`src/ooo_consts.svh`:
```
`ifndef OOO_CONSTS_SVH
`define OOO_CONSTS_SVH

`define ROB_DEPTH 16

// internal operation codes carried by the micro-op
`define OP_ADD 4'd0
`define OP_SUB 4'd1
`define OP_AND 4'd2
`define OP_OR  4'd3
`define OP_SLT 4'd4
`define OP_LW  4'd5
`define OP_SW  4'd6
`define OP_BEQ 4'd7
`define OP_BNE 4'd8
`define OP_ILL 4'd15 // anything the decoder does not recognise

`define FN_ADD 6'h20
`define FN_SUB 6'h22
`define FN_AND 6'h24
`define FN_OR  6'h25
`define FN_SLT 6'h2a

`define OPC_RTYPE 6'h00
`define OPC_LW    6'h23
`define OPC_SW    6'h2b
`define OPC_BEQ   6'h04
`define OPC_BNE   6'h05

`endif
```
`src/ooo_pkg.sv`:
```
package ooo_pkg;

    typedef logic [31:0] word_t;
    typedef logic [3:0]  op_t;
    typedef logic [4:0]  reg_idx_t;
    typedef logic [3:0]  rob_idx_t;
    typedef logic [4:0]  rob_tag_t;     // buffer index plus one, zero means no tag

    // bit 2 register write, bit 1 memory read, bit 0 memory write
    typedef logic [2:0]  commit_ctrl_t;

    typedef struct packed {
        op_t      op;
        reg_idx_t rd;
        word_t    rs_val;
        word_t    rt_val;
        word_t    imm;      // already sign extended
        logic     pred;     // predicted taken
        logic     illegal;
    } uop_t;

    typedef struct packed {
        logic     valid;
        rob_tag_t tag;
        uop_t     uop;
    } issue_t;

    typedef struct packed {
        logic     valid;
        rob_tag_t tag;
        word_t    data;
        logic     taken;    // branch decision
        logic     ovf;      // signed overflow of add or sub
    } cdb_t;

    typedef struct packed {
        logic     valid;
        rob_tag_t tag;
        word_t    addr;
    } addr_bcast_t;

    typedef struct packed {
        op_t          op;
        reg_idx_t     rd;
        word_t        data;
        word_t        addr;
        commit_ctrl_t ctrl;
    } commit_t;

endpackage

```
`src/ooo_core_top.sv`:
```
`timescale 1ns/1ps

module ooo_core_top (
    input  logic             clk,
    input  logic             rst,
    input  logic             inst_valid,
    input  ooo_pkg::word_t   inst,
    input  ooo_pkg::word_t   rs_val,
    input  ooo_pkg::word_t   rt_val,
    input  logic             pred,
    input  logic             commit_stall,
    output logic             stall,
    output logic             commit_valid,
    output ooo_pkg::commit_t commit,
    output logic             flush,
    output logic             exception
);

    ooo_pkg::uop_t        alloc;
    logic                 alloc_valid;
    ooo_pkg::rob_tag_t    alloc_tag;
    ooo_pkg::issue_t      issue;
    logic                 kill;     // head decided a flush or an exception
    ooo_pkg::addr_bcast_t addr_bcast;
    ooo_pkg::cdb_t        cdb;

    inst_decoder decode (
        .clk(clk), .rst(rst), .inst_valid(inst_valid), .inst(inst),
        .rs_val(rs_val), .rt_val(rt_val), .pred(pred), .stall(stall), .kill(kill),
        .alloc(alloc), .alloc_valid(alloc_valid), .alloc_tag(alloc_tag), .issue(issue)
    );

    exec_pipe execute (
        .clk(clk), .rst(rst), .issue(issue), .kill(kill),
        .addr_bcast(addr_bcast), .cdb(cdb)
    );

    reorder_buffer result (
        .clk(clk), .rst(rst), .alloc(alloc), .alloc_valid(alloc_valid),
        .alloc_tag(alloc_tag), .addr_bcast(addr_bcast), .cdb(cdb),
        .commit_stall(commit_stall), .stall(stall), .kill(kill),
        .commit_valid(commit_valid), .commit(commit), .flush(flush), .exception(exception)
    );

endmodule

```
`src/reorder_buffer.sv`:
```
`timescale 1ns/1ps
`include "ooo_consts.svh"

module reorder_buffer (
    input  logic                 clk,
    input  logic                 rst,
    input  ooo_pkg::uop_t        alloc,
    input  logic                 alloc_valid,
    output ooo_pkg::rob_tag_t    alloc_tag,
    input  ooo_pkg::addr_bcast_t addr_bcast,
    input  ooo_pkg::cdb_t        cdb,
    input  logic                 commit_stall,
    output logic                 stall,
    output logic                 kill,
    output logic                 commit_valid,
    output ooo_pkg::commit_t     commit,
    output logic                 flush,
    output logic                 exception
);

    ooo_pkg::op_t      e_op   [`ROB_DEPTH];
    ooo_pkg::reg_idx_t e_rd   [`ROB_DEPTH];
    ooo_pkg::word_t    e_data [`ROB_DEPTH];
    ooo_pkg::word_t    e_addr [`ROB_DEPTH];
    logic [`ROB_DEPTH-1:0] e_branch;
    logic [`ROB_DEPTH-1:0] e_pred;
    logic [`ROB_DEPTH-1:0] busy;
    logic [`ROB_DEPTH-1:0] ready;
    logic [`ROB_DEPTH-1:0] sec_evt;  // a store has seen one of its two beats
    logic [`ROB_DEPTH-1:0] misp;
    logic [`ROB_DEPTH-1:0] exc;

    ooo_pkg::rob_idx_t head;
    ooo_pkg::rob_idx_t tail;
    ooo_pkg::rob_idx_t cdb_idx;
    ooo_pkg::rob_idx_t addr_idx;
    logic              cdb_hit;
    logic              addr_hit;
    logic              head_hit;
    logic              head_ready;
    logic              head_misp;
    logic              head_exc;
    logic              decide;
    logic              do_commit;
    ooo_pkg::commit_t  commit_next;

    function automatic ooo_pkg::rob_idx_t tag_to_idx(ooo_pkg::rob_tag_t tag);
        ooo_pkg::rob_tag_t idx;
        idx = tag - 5'd1;
        return idx[3:0];
    endfunction

    function automatic ooo_pkg::commit_ctrl_t ctrl_of(ooo_pkg::op_t op);
        logic reg_wr;
        reg_wr = (op == `OP_ADD) || (op == `OP_SUB) || (op == `OP_AND) ||
                 (op == `OP_OR) || (op == `OP_SLT) || (op == `OP_LW);
        return {reg_wr, op == `OP_LW, op == `OP_SW};
    endfunction

    assign alloc_tag = {1'b0, tail} + 5'd1;

    assign cdb_idx  = tag_to_idx(cdb.tag);
    assign addr_idx = tag_to_idx(addr_bcast.tag);
    assign cdb_hit  = cdb.valid && (cdb.tag != '0) && busy[cdb_idx];
    assign addr_hit = addr_bcast.valid && (addr_bcast.tag != '0) && busy[addr_idx];

    // a bus beat for the head entry is seen in the same cycle it arrives,
    // so the head can retire or trigger at the edge that writes the beat
    assign head_hit   = cdb_hit && (cdb_idx == head);
    assign head_ready = ready[head] || (head_hit && (e_op[head] != `OP_SW || sec_evt[head]));
    assign head_misp  = (head_hit && e_branch[head]) ? (cdb.taken != e_pred[head]) : misp[head];
    assign head_exc   = exc[head] || (head_hit && cdb.ovf);

    assign decide    = busy[head] && head_ready && !commit_stall;
    assign kill      = decide && (head_exc || head_misp);
    assign do_commit = decide && !head_exc && !head_misp;

    assign stall = ((head == tail) && busy[head]) || kill; // full, or discarding this cycle

    always_ff @(posedge clk or posedge rst) begin
        if (rst) begin
            head    <= '0;
            tail    <= '0;
            busy    <= '0;
            ready   <= '0;
            sec_evt <= '0;
            misp    <= '0;
            exc     <= '0;
        end else begin
            if (alloc_valid) begin
                busy[tail]    <= 1'b1;
                ready[tail]   <= 1'b0;
                sec_evt[tail] <= 1'b0;
                misp[tail]    <= 1'b0;
                exc[tail]     <= alloc.illegal; // raised once its pipeline beat readies it
                tail          <= tail + 4'd1;
            end
            if (addr_hit) begin
                if (e_op[addr_idx] == `OP_SW && !sec_evt[addr_idx]) begin
                    sec_evt[addr_idx] <= 1'b1;
                end else begin
                    ready[addr_idx] <= 1'b1;
                end
            end
            if (cdb_hit) begin
                if (e_op[cdb_idx] == `OP_SW && !sec_evt[cdb_idx]) begin
                    sec_evt[cdb_idx] <= 1'b1; // store still waits for its address
                end else begin
                    ready[cdb_idx] <= 1'b1;
                end
                if (e_branch[cdb_idx]) begin
                    misp[cdb_idx] <= (cdb.taken != e_pred[cdb_idx]);
                end
                if (cdb.ovf) begin
                    exc[cdb_idx] <= 1'b1;
                end
            end
            if (do_commit) begin
                busy[head] <= 1'b0;
                head       <= head + 4'd1;
            end
            if (kill) begin
                busy <= '0;   // every entry behind the head is younger
                head <= tail;
            end
        end
    end

    always_ff @(posedge clk) begin
        if (alloc_valid) begin
            e_op[tail]     <= alloc.op;
            e_rd[tail]     <= alloc.rd;
            e_pred[tail]   <= alloc.pred;
            e_branch[tail] <= (alloc.op == `OP_BEQ) || (alloc.op == `OP_BNE);
        end
        if (addr_hit) begin
            e_addr[addr_idx] <= addr_bcast.addr;
        end
        if (cdb_hit) begin
            e_data[cdb_idx] <= cdb.data;
        end
    end

    always_comb begin
        commit_next.op   = e_op[head];
        commit_next.rd   = e_rd[head];
        commit_next.data = head_hit ? cdb.data : e_data[head];
        commit_next.addr = e_addr[head];
        commit_next.ctrl = ctrl_of(e_op[head]); // a correct branch retires with all bits clear
    end

    always_ff @(posedge clk or posedge rst) begin
        if (rst) begin
            commit_valid <= 1'b0;
            flush        <= 1'b0;
            exception    <= 1'b0;
        end else begin
            commit_valid <= do_commit;
            flush        <= kill && !head_exc;
            exception    <= kill && head_exc;
        end
    end

    always_ff @(posedge clk) begin
        if (do_commit) begin
            commit <= commit_next;
        end
    end

endmodule

```
`src/exec_pipe.sv`:
```
`timescale 1ns/1ps
`include "ooo_consts.svh"

module exec_pipe (
    input  logic                   clk,
    input  logic                   rst,
    input  ooo_pkg::issue_t        issue,
    input  logic                   kill,
    output ooo_pkg::addr_bcast_t   addr_bcast,
    output ooo_pkg::cdb_t          cdb
);

    logic              s1_valid;
    ooo_pkg::rob_tag_t s1_tag;
    ooo_pkg::uop_t     s1_uop;
    ooo_pkg::word_t    sum;
    ooo_pkg::word_t    diff;
    ooo_pkg::word_t    mem_addr;
    ooo_pkg::word_t    result;
    logic              taken;
    logic              ovf;
    logic              s2_valid;
    ooo_pkg::rob_tag_t s2_tag;
    ooo_pkg::word_t    s2_data;
    logic              s2_taken;
    logic              s2_ovf;

    always_ff @(posedge clk or posedge rst) begin
        if (rst) begin
            s1_valid <= 1'b0;
            s2_valid <= 1'b0;
        end else if (kill) begin
            s1_valid <= 1'b0;
            s2_valid <= 1'b0;
        end else begin
            s1_valid <= issue.valid;
            s2_valid <= s1_valid && (s1_uop.op != `OP_LW); // loads finish on the address path
        end
    end

    always_ff @(posedge clk) begin
        s1_tag   <= issue.tag;
        s1_uop   <= issue.uop;
        s2_tag   <= s1_tag;
        s2_data  <= result;
        s2_taken <= taken;
        s2_ovf   <= ovf;
    end

    assign sum      = s1_uop.rs_val + s1_uop.rt_val;
    assign diff     = s1_uop.rs_val - s1_uop.rt_val;
    assign mem_addr = s1_uop.rs_val + s1_uop.imm;

    always_comb begin
        result = '0;
        taken  = 1'b0;
        ovf    = 1'b0;
        case (s1_uop.op)
            `OP_ADD: begin
                result = sum;
                // operands agree in sign but the sum does not
                ovf = (s1_uop.rs_val[31] == s1_uop.rt_val[31]) && (sum[31] != s1_uop.rs_val[31]);
            end
            `OP_SUB: begin
                result = diff;
                ovf = (s1_uop.rs_val[31] != s1_uop.rt_val[31]) && (diff[31] != s1_uop.rs_val[31]);
            end
            `OP_AND: result = s1_uop.rs_val & s1_uop.rt_val;
            `OP_OR:  result = s1_uop.rs_val | s1_uop.rt_val;
            `OP_SLT: result = {31'd0, $signed(s1_uop.rs_val) < $signed(s1_uop.rt_val)};
            `OP_SW:  result = s1_uop.rt_val;              // store data rides the bus
            `OP_BEQ: taken = (s1_uop.rs_val == s1_uop.rt_val);
            `OP_BNE: taken = (s1_uop.rs_val != s1_uop.rt_val);
            default: result = '0;
        endcase
    end

    assign addr_bcast = '{valid: s1_valid && (s1_uop.op == `OP_LW || s1_uop.op == `OP_SW),
                          tag: s1_tag, addr: mem_addr};

    assign cdb = '{valid: s2_valid, tag: s2_tag, data: s2_data, taken: s2_taken, ovf: s2_ovf};

endmodule

```
`src/inst_decoder.sv`:
```
`timescale 1ns/1ps
`include "ooo_consts.svh"

module inst_decoder (
    input  logic              clk,
    input  logic              rst,
    input  logic              inst_valid,
    input  ooo_pkg::word_t    inst,
    input  ooo_pkg::word_t    rs_val,
    input  ooo_pkg::word_t    rt_val,
    input  logic              pred,
    input  logic              stall,
    input  logic              kill,
    output ooo_pkg::uop_t     alloc,
    output logic              alloc_valid,
    input  ooo_pkg::rob_tag_t alloc_tag,
    output ooo_pkg::issue_t   issue
);

    logic [5:0]        opcode;
    logic [5:0]        funct;
    ooo_pkg::op_t      op;
    ooo_pkg::reg_idx_t rd;
    logic              issue_valid;
    ooo_pkg::rob_tag_t issue_tag;
    ooo_pkg::uop_t     issue_uop;

    assign opcode = inst[31:26];
    assign funct  = inst[5:0];

    always_comb begin
        op = `OP_ILL;
        case (opcode)
            `OPC_RTYPE: begin
                case (funct)
                    `FN_ADD: op = `OP_ADD;
                    `FN_SUB: op = `OP_SUB;
                    `FN_AND: op = `OP_AND;
                    `FN_OR:  op = `OP_OR;
                    `FN_SLT: op = `OP_SLT;
                    default: op = `OP_ILL; // unsupported funct
                endcase
            end
            `OPC_LW:  op = `OP_LW;
            `OPC_SW:  op = `OP_SW;
            `OPC_BEQ: op = `OP_BEQ;
            `OPC_BNE: op = `OP_BNE;
            default:  op = `OP_ILL;
        endcase
    end

    // loads write rt, R-type ops write rd, the rest write nothing
    always_comb begin
        case (op)
            `OP_ADD, `OP_SUB, `OP_AND, `OP_OR, `OP_SLT: rd = inst[15:11];
            `OP_LW:  rd = inst[20:16];
            default: rd = '0;
        endcase
    end

    assign alloc = '{op: op, rd: rd, rs_val: rs_val, rt_val: rt_val,
                     imm: {{16{inst[15]}}, inst[15:0]}, pred: pred,
                     illegal: (op == `OP_ILL)};
    assign alloc_valid = inst_valid && !stall;

    always_ff @(posedge clk or posedge rst) begin
        if (rst) begin
            issue_valid <= 1'b0;
        end else if (kill) begin
            issue_valid <= 1'b0; // the op in this register is younger than the head
        end else begin
            issue_valid <= alloc_valid;
        end
    end

    always_ff @(posedge clk) begin
        if (alloc_valid) begin
            issue_tag <= alloc_tag; // tag comes back from the buffer in the same cycle
            issue_uop <= alloc;
        end
    end

    assign issue = '{valid: issue_valid, tag: issue_tag, uop: issue_uop};

endmodule

```
`config.mk`:
```
export PLATFORM = sky130hd
export DESIGN_NAME = ooo_core_top
export DESIGN_NICKNAME = d
export VERILOG_FILES = /design/src/ooo_pkg.sv /design/src/ooo_core_top.sv /design/src/reorder_buffer.sv /design/src/exec_pipe.sv /design/src/inst_decoder.sv
export VERILOG_INCLUDE_DIRS = /design/src
export SDC_FILE = /design/constraint.sdc
export NUM_CORES = 2
export LEC_CHECK = 0
export BUFFER_PORTS_ARGS = -buffer_cell sky130_fd_sc_hd__buf_2
export CAP_MARGIN = 15
export CORE_ASPECT_RATIO = 1.1
export CORE_MARGIN = 10
export CORE_UTILIZATION = 50
export CTS_CLUSTER_DIAMETER = 30
export DETAILED_ROUTE_END_ITERATION = 10
export HOLD_SLACK_MARGIN = 0.12
export MAX_ROUTING_LAYER = met4
export PLACE_DENSITY = 0.73
export SYNTH_ARGS = -nofsm -noshare
export SYNTH_HDL_FRONTEND = slang
export SYNTH_SLANG_ARGS = --single-unit
```
`constraint.sdc`:
```
create_clock -name clk -period 11.24 [get_ports clk]
set_input_delay 1.686 -clock clk [delete_from_list [all_inputs] [get_ports clk]]
set_output_delay 1.686 -clock clk [all_outputs]
set_load 0.005 [all_outputs]
```
==> results.rst <==
.. list-table::
   :header-rows: 1

   * - Metric
     - Value
   * - Detailed-route wire length per cell
     - 29.2 µm
   * - Max Fanout on Critical Path
     - 36
   * - Unique masters post-synth
     - 77
   * - Number of stages on the worst hold path
     - 0
   * - Number of buffers on the longest clock path
     - 4
   * - Slew of the pin with the lowest slew margin
     - 1.20 ns
   * - DP Worst Slack
     - 4.66 ns
   * - Aggregate global routing overflow
     - 0
   * - Number of routed nets with antenna violations
     - 0
   * - Post-cts resize count
     - 0
   * - Routed vias/inst
     - 6.22
   * - Initial Util
     - 50.4%
   * - Fraction of layout cells with a size suffix above 1
     - 29.5%
   * - Leading register cell type out of synthesis
     - sky130_fd_sc_hd__edfxtp_1
   * - GR Util All Layers
     - 24.2%
   * - Wire length of the first global-routing pass
     - 257 mm
   * - Total of max-cap violations
     - 0
   * - Cell taking the most area after synthesis
     - sky130_fd_sc_hd__edfxtp_1
   * - Count of flip-flops with a built-in enable after synthesis
     - 1365
   * - Final sum of negative setup slack
     - 0 ns
   * - Weighted congestion reported at the end of routability-driven placement
     - 0.923
   * - Share of synthesized registers carrying an async set or reset
     - 5.92%
   * - Worst hold margin
     - 0.298 ns
   * - Crit path launch type
     - flip-flop
   * - Max Transition Viols Final
     - 0
   * - Clk slew on worst S/H paths
     - 0.05 ns
   * - Detailed Route Iter0 Violations
     - 4758
   * - Unrepaired setup endpoints after global routing
     - false
   * - Highest ir drop seen on vdd
     - 0.269 mV
   * - Final Hold Viols
     - 0
   * - Number of iterations in the first detailed-routing pass
     - 6
   * - Critical register-to-register path endpoint
     - decode.issue[71]
   * - Worst setup skew after layout
     - 0.100 ns
   * - Floorplan core area
     - 131000 µm²
   * - HPWL after DPL
     - 96.5 mm
   * - Worst hold path type
     - flip-flop to flip-flop
   * - R2R Setup Slk
     - 4.93 ns
   * - Worst setup path endpoint
     - stall
   * - Startpoint of the worst register-to-register path
     - execute.s2_tag[0]
   * - Die width
     - 367 µm
   * - Class of the most critical setup path
     - flip-flop to primary output
   * - Proportion of synthesized chip area in sequential cells
     - 69.5%
   * - DRC viols
     - 0
   * - Skew-Pair Late Insertion Delay
     - 0.90 ns
   * - CTS tree
     - yes
   * - Setup slack after layout
     - 3.74 ns
   * - Pleak
     - 27.6 nW
   * - Vias after detailed routing
     - 37200
   * - Total power per unit cell area
     - 285 nW/µm²
   * - Number of sinks driven by the clock tree
     - 1587
   * - Count of input and output buffers
     - 175
   * - Post CTS Setup Buffer Count
     - 0
   * - Share of the synthesized area in the top cell type
     - 62.0%
   * - Most repeated cell in the gate-level netlist after synthesis
     - sky130_fd_sc_hd__edfxtp_1
   * - Total of warnings raised by yosys
     - 0
   * - Master cell of the clock root buffer
     - sky130_fd_sc_hd__clkbuf_16
   * - Syn Inst Count
     - 3656
   * - Fraction of the cycle the final worst path needs
     - 66.7%
   * - Most common library cells after synthesis
     - 1365 x sky130_fd_sc_hd__edfxtp_1, 432 x sky130_fd_sc_hd__mux4_2, 154 x sky130_fd_sc_hd__inv_1
   * - Time the worst path needs with I/O delays and setup
     - 7.50 ns
   * - Initial antenna violation count
     - 23
   * - Die Height
     - 401 µm
   * - Run status
     - complete, no violations
   * - Final routed wirelength across all metal layers
     - 175 mm
   * - Critical Path Start
     - execute.s2_tag[0]
   * - Fillers
     - 9092
   * - Area growth syn-to-layout
     - 19.0%
   * - Maximum frequency from static timing analysis
     - 133 MHz
   * - Worst Path Required
     - 9.55 ns
   * - I/O pin total
     - 181
   * - Site row count
     - 139
   * - Leading post-synthesis cells by cell area
     - sky130_fd_sc_hd__edfxtp_1 62%, sky130_fd_sc_hd__mux4_2 15%, sky130_fd_sc_hd__dfxtp_1 3.9%
   * - Final setup violation count
     - 0
   * - Nets
     - 4261
   * - Vias in the first global route
     - 38100
   * - Net count of the mapped netlist
     - 3905
   * - Logic depth of the worst register-to-register path
     - 15
   * - Arrival time of data at the critical path endpoint
     - 5.81 ns
   * - CTS Hold Bufs
     - 0
   * - Kind of end point of the critical path
     - primary output
   * - Relative slew slack
     - 18.9%
   * - Post-synthesis sequential element count
     - 1587
   * - Cell area after synthesis
     - 66100 µm²
   * - Synth Area per Inst
     - 18.1 µm²
   * - Num CTS Buffers
     - 282
   * - Maximum level of the CTS H-tree
     - 5
   * - Pin count of the biggest net entering global routing
     - 137
   * - Die Footprint
     - 147000 µm²
cell families after synthesis:
group / Yosys count / synth area share [%]
simple gates: 552 / 4.17
buf+inv: 345 / 2.05
mux: 493 / 15.7
flops: 1587 / 69.5
fa+ha+maj: 148 / 2.84
compound gates: 452 / 4.69
xor+xnor: 79 / 1.06
state kept, by name (all words and copies together) (netlist names), 16 cells and up:
| signal | cells |
|---|---|
| decode.issue | 84 |
| execute.s1_uop | 84 |
| execute.s2_data | 32 |
| result.busy | 16 |
| result.commit | 76 |
| result.e_addr | 512 |
| result.e_branch | 16 |
| result.e_data | 512 |
| result.e_op | 64 |
| result.e_pred | 16 |
| result.e_rd | 80 |
| result.exc | 16 |
| result.misp | 16 |
| result.ready | 16 |
| result.sec_evt | 16 |
placed cells by master (no fill, tap or decap), types with 13 or more instances in the layout:
| master | instances |
|---|---|
| sky130_fd_sc_hd__a21o_1 | 28 |
| sky130_fd_sc_hd__mux2_2 | 35 |
| sky130_fd_sc_hd__nor3_1 | 45 |
| sky130_fd_sc_hd__a221oi_1 | 35 |
| sky130_fd_sc_hd__bufinv_16 | 34 |
| sky130_fd_sc_hd__nand2_1 | 128 |
| sky130_fd_sc_hd__buf_4 | 83 |
| sky130_fd_sc_hd__mux4_2 | 432 |
| sky130_fd_sc_hd__clkbuf_16 | 287 |
| sky130_fd_sc_hd__a21oi_1 | 100 |
| sky130_fd_sc_hd__inv_6 | 20 |
| sky130_fd_sc_hd__nor2b_1 | 23 |
| sky130_fd_sc_hd__nor2_4 | 18 |
| sky130_fd_sc_hd__clkinv_4 | 21 |
| sky130_fd_sc_hd__dfrtp_1 | 90 |
| sky130_fd_sc_hd__a221o_1 | 28 |
| sky130_fd_sc_hd__clkinv_2 | 26 |
| sky130_fd_sc_hd__nand2b_1 | 40 |
| sky130_fd_sc_hd__xnor2_1 | 49 |
| sky130_fd_sc_hd__clkbuf_1 | 27 |
| sky130_fd_sc_hd__or3_1 | 20 |
| sky130_fd_sc_hd__clkinvlp_4 | 27 |
| sky130_fd_sc_hd__or4_1 | 21 |
| sky130_fd_sc_hd__nor2_1 | 135 |
| sky130_fd_sc_hd__o221a_2 | 13 |
| sky130_fd_sc_hd__inv_1 | 141 |
| sky130_fd_sc_hd__dfxtp_1 | 127 |
| sky130_fd_sc_hd__ha_1 | 145 |
| sky130_fd_sc_hd__mux2i_1 | 26 |
| sky130_fd_sc_hd__edfxtp_1 | 1365 |
| sky130_fd_sc_hd__xor2_1 | 23 |
| sky130_fd_sc_hd__buf_2 | 175 |
| sky130_fd_sc_hd__a211oi_1 | 18 |
| sky130_fd_sc_hd__clkinv_1 | 22 |
| sky130_fd_sc_hd__nand3_1 | 36 |
| sky130_fd_sc_hd__o21ai_0 | 108 |
per-layer routing:
layer	wire [µm]	vias up	share of wire, %	GRT usage [%]
li1	-	15500	-	-
met2	86500	2131	50	38.5
met1	66300	19200	38	30.9
met3	16700	363	9.6	5.63
met4	5040	0	2.9	7.80
met5	0	-	0	-
final cells by class:
class                           count  area, µm²  share of cell area, %
Antenna cell                       12       30.0                 0.0382
Clock buffer                      321       7380                   9.39
Clock inverter                    161       1930                   2.45
Inverter                          157        592                  0.753
Timing Repair Buffer              260       1540                   1.96
Tap cell                         1762       2200                   2.80
Sequential cell                  1587      45900                   58.4
Multi-Input combinational cell   1724      19000                   24.2
how the worst min path moves through the flow:
stage	to	slack, ns	from
after global placement	execute.s1_uop[2]	0.32	decode.issue[2]
after floorplan	execute.s1_tag[0]	0.32	decode.issue_tag[0]
after CTS	execute.s1_tag[4]	0.30	decode.issue_tag[4]
final	execute.s1_tag[4]	0.30	decode.issue_tag[4]
after detailed placement	execute.s1_uop[103]	0.33	decode.issue[103]
after global routing	execute.s1_tag[4]	0.32	decode.issue_tag[4]
report_power, final:
part,switching (mW),internal [mW]
Sequential,0.420,7.53
Clock,2.86,5.50
Combinational,3.51,2.60
worst max-delay path, cell delays in order, from the launching register on:
cell and delay, ns:
sky130_fd_sc_hd__dfxtp_1 0.33, sky130_fd_sc_hd__clkinv_1 0.40, sky130_fd_sc_hd__ha_1 0.48, sky130_fd_sc_hd__xnor2_2 0.57, sky130_fd_sc_hd__mux2i_1 0.18, sky130_fd_sc_hd__a221o_1 0.42, sky130_fd_sc_hd__nor4_4 0.26, sky130_fd_sc_hd__buf_4 0.59
sky130_fd_sc_hd__a21oi_1 0.35, sky130_fd_sc_hd__o211ai_2 0.26, sky130_fd_sc_hd__nor2b_4 0.59, sky130_fd_sc_hd__or2_2 0.27, sky130_fd_sc_hd__buf_2 0.18
per-stage QoR:
step / power (mW) / utilization [%] / cells / area (µm²)
final: 22.4 / 60.0 / 5984 / 78600
after global routing: 23.2 / 60.0 / 5982 / 78600
after CTS: 22.5 / 59.9 / 5963 / 78500
after detailed placement: 14.0 / 52.8 / 5481 / 69200
after global placement: 13.9 / 52.8 / 5480 / 69200
after floorplan: 12.2 / - / 3656 / 66100
No activity file was read; power rests on OpenSTA's default activity.
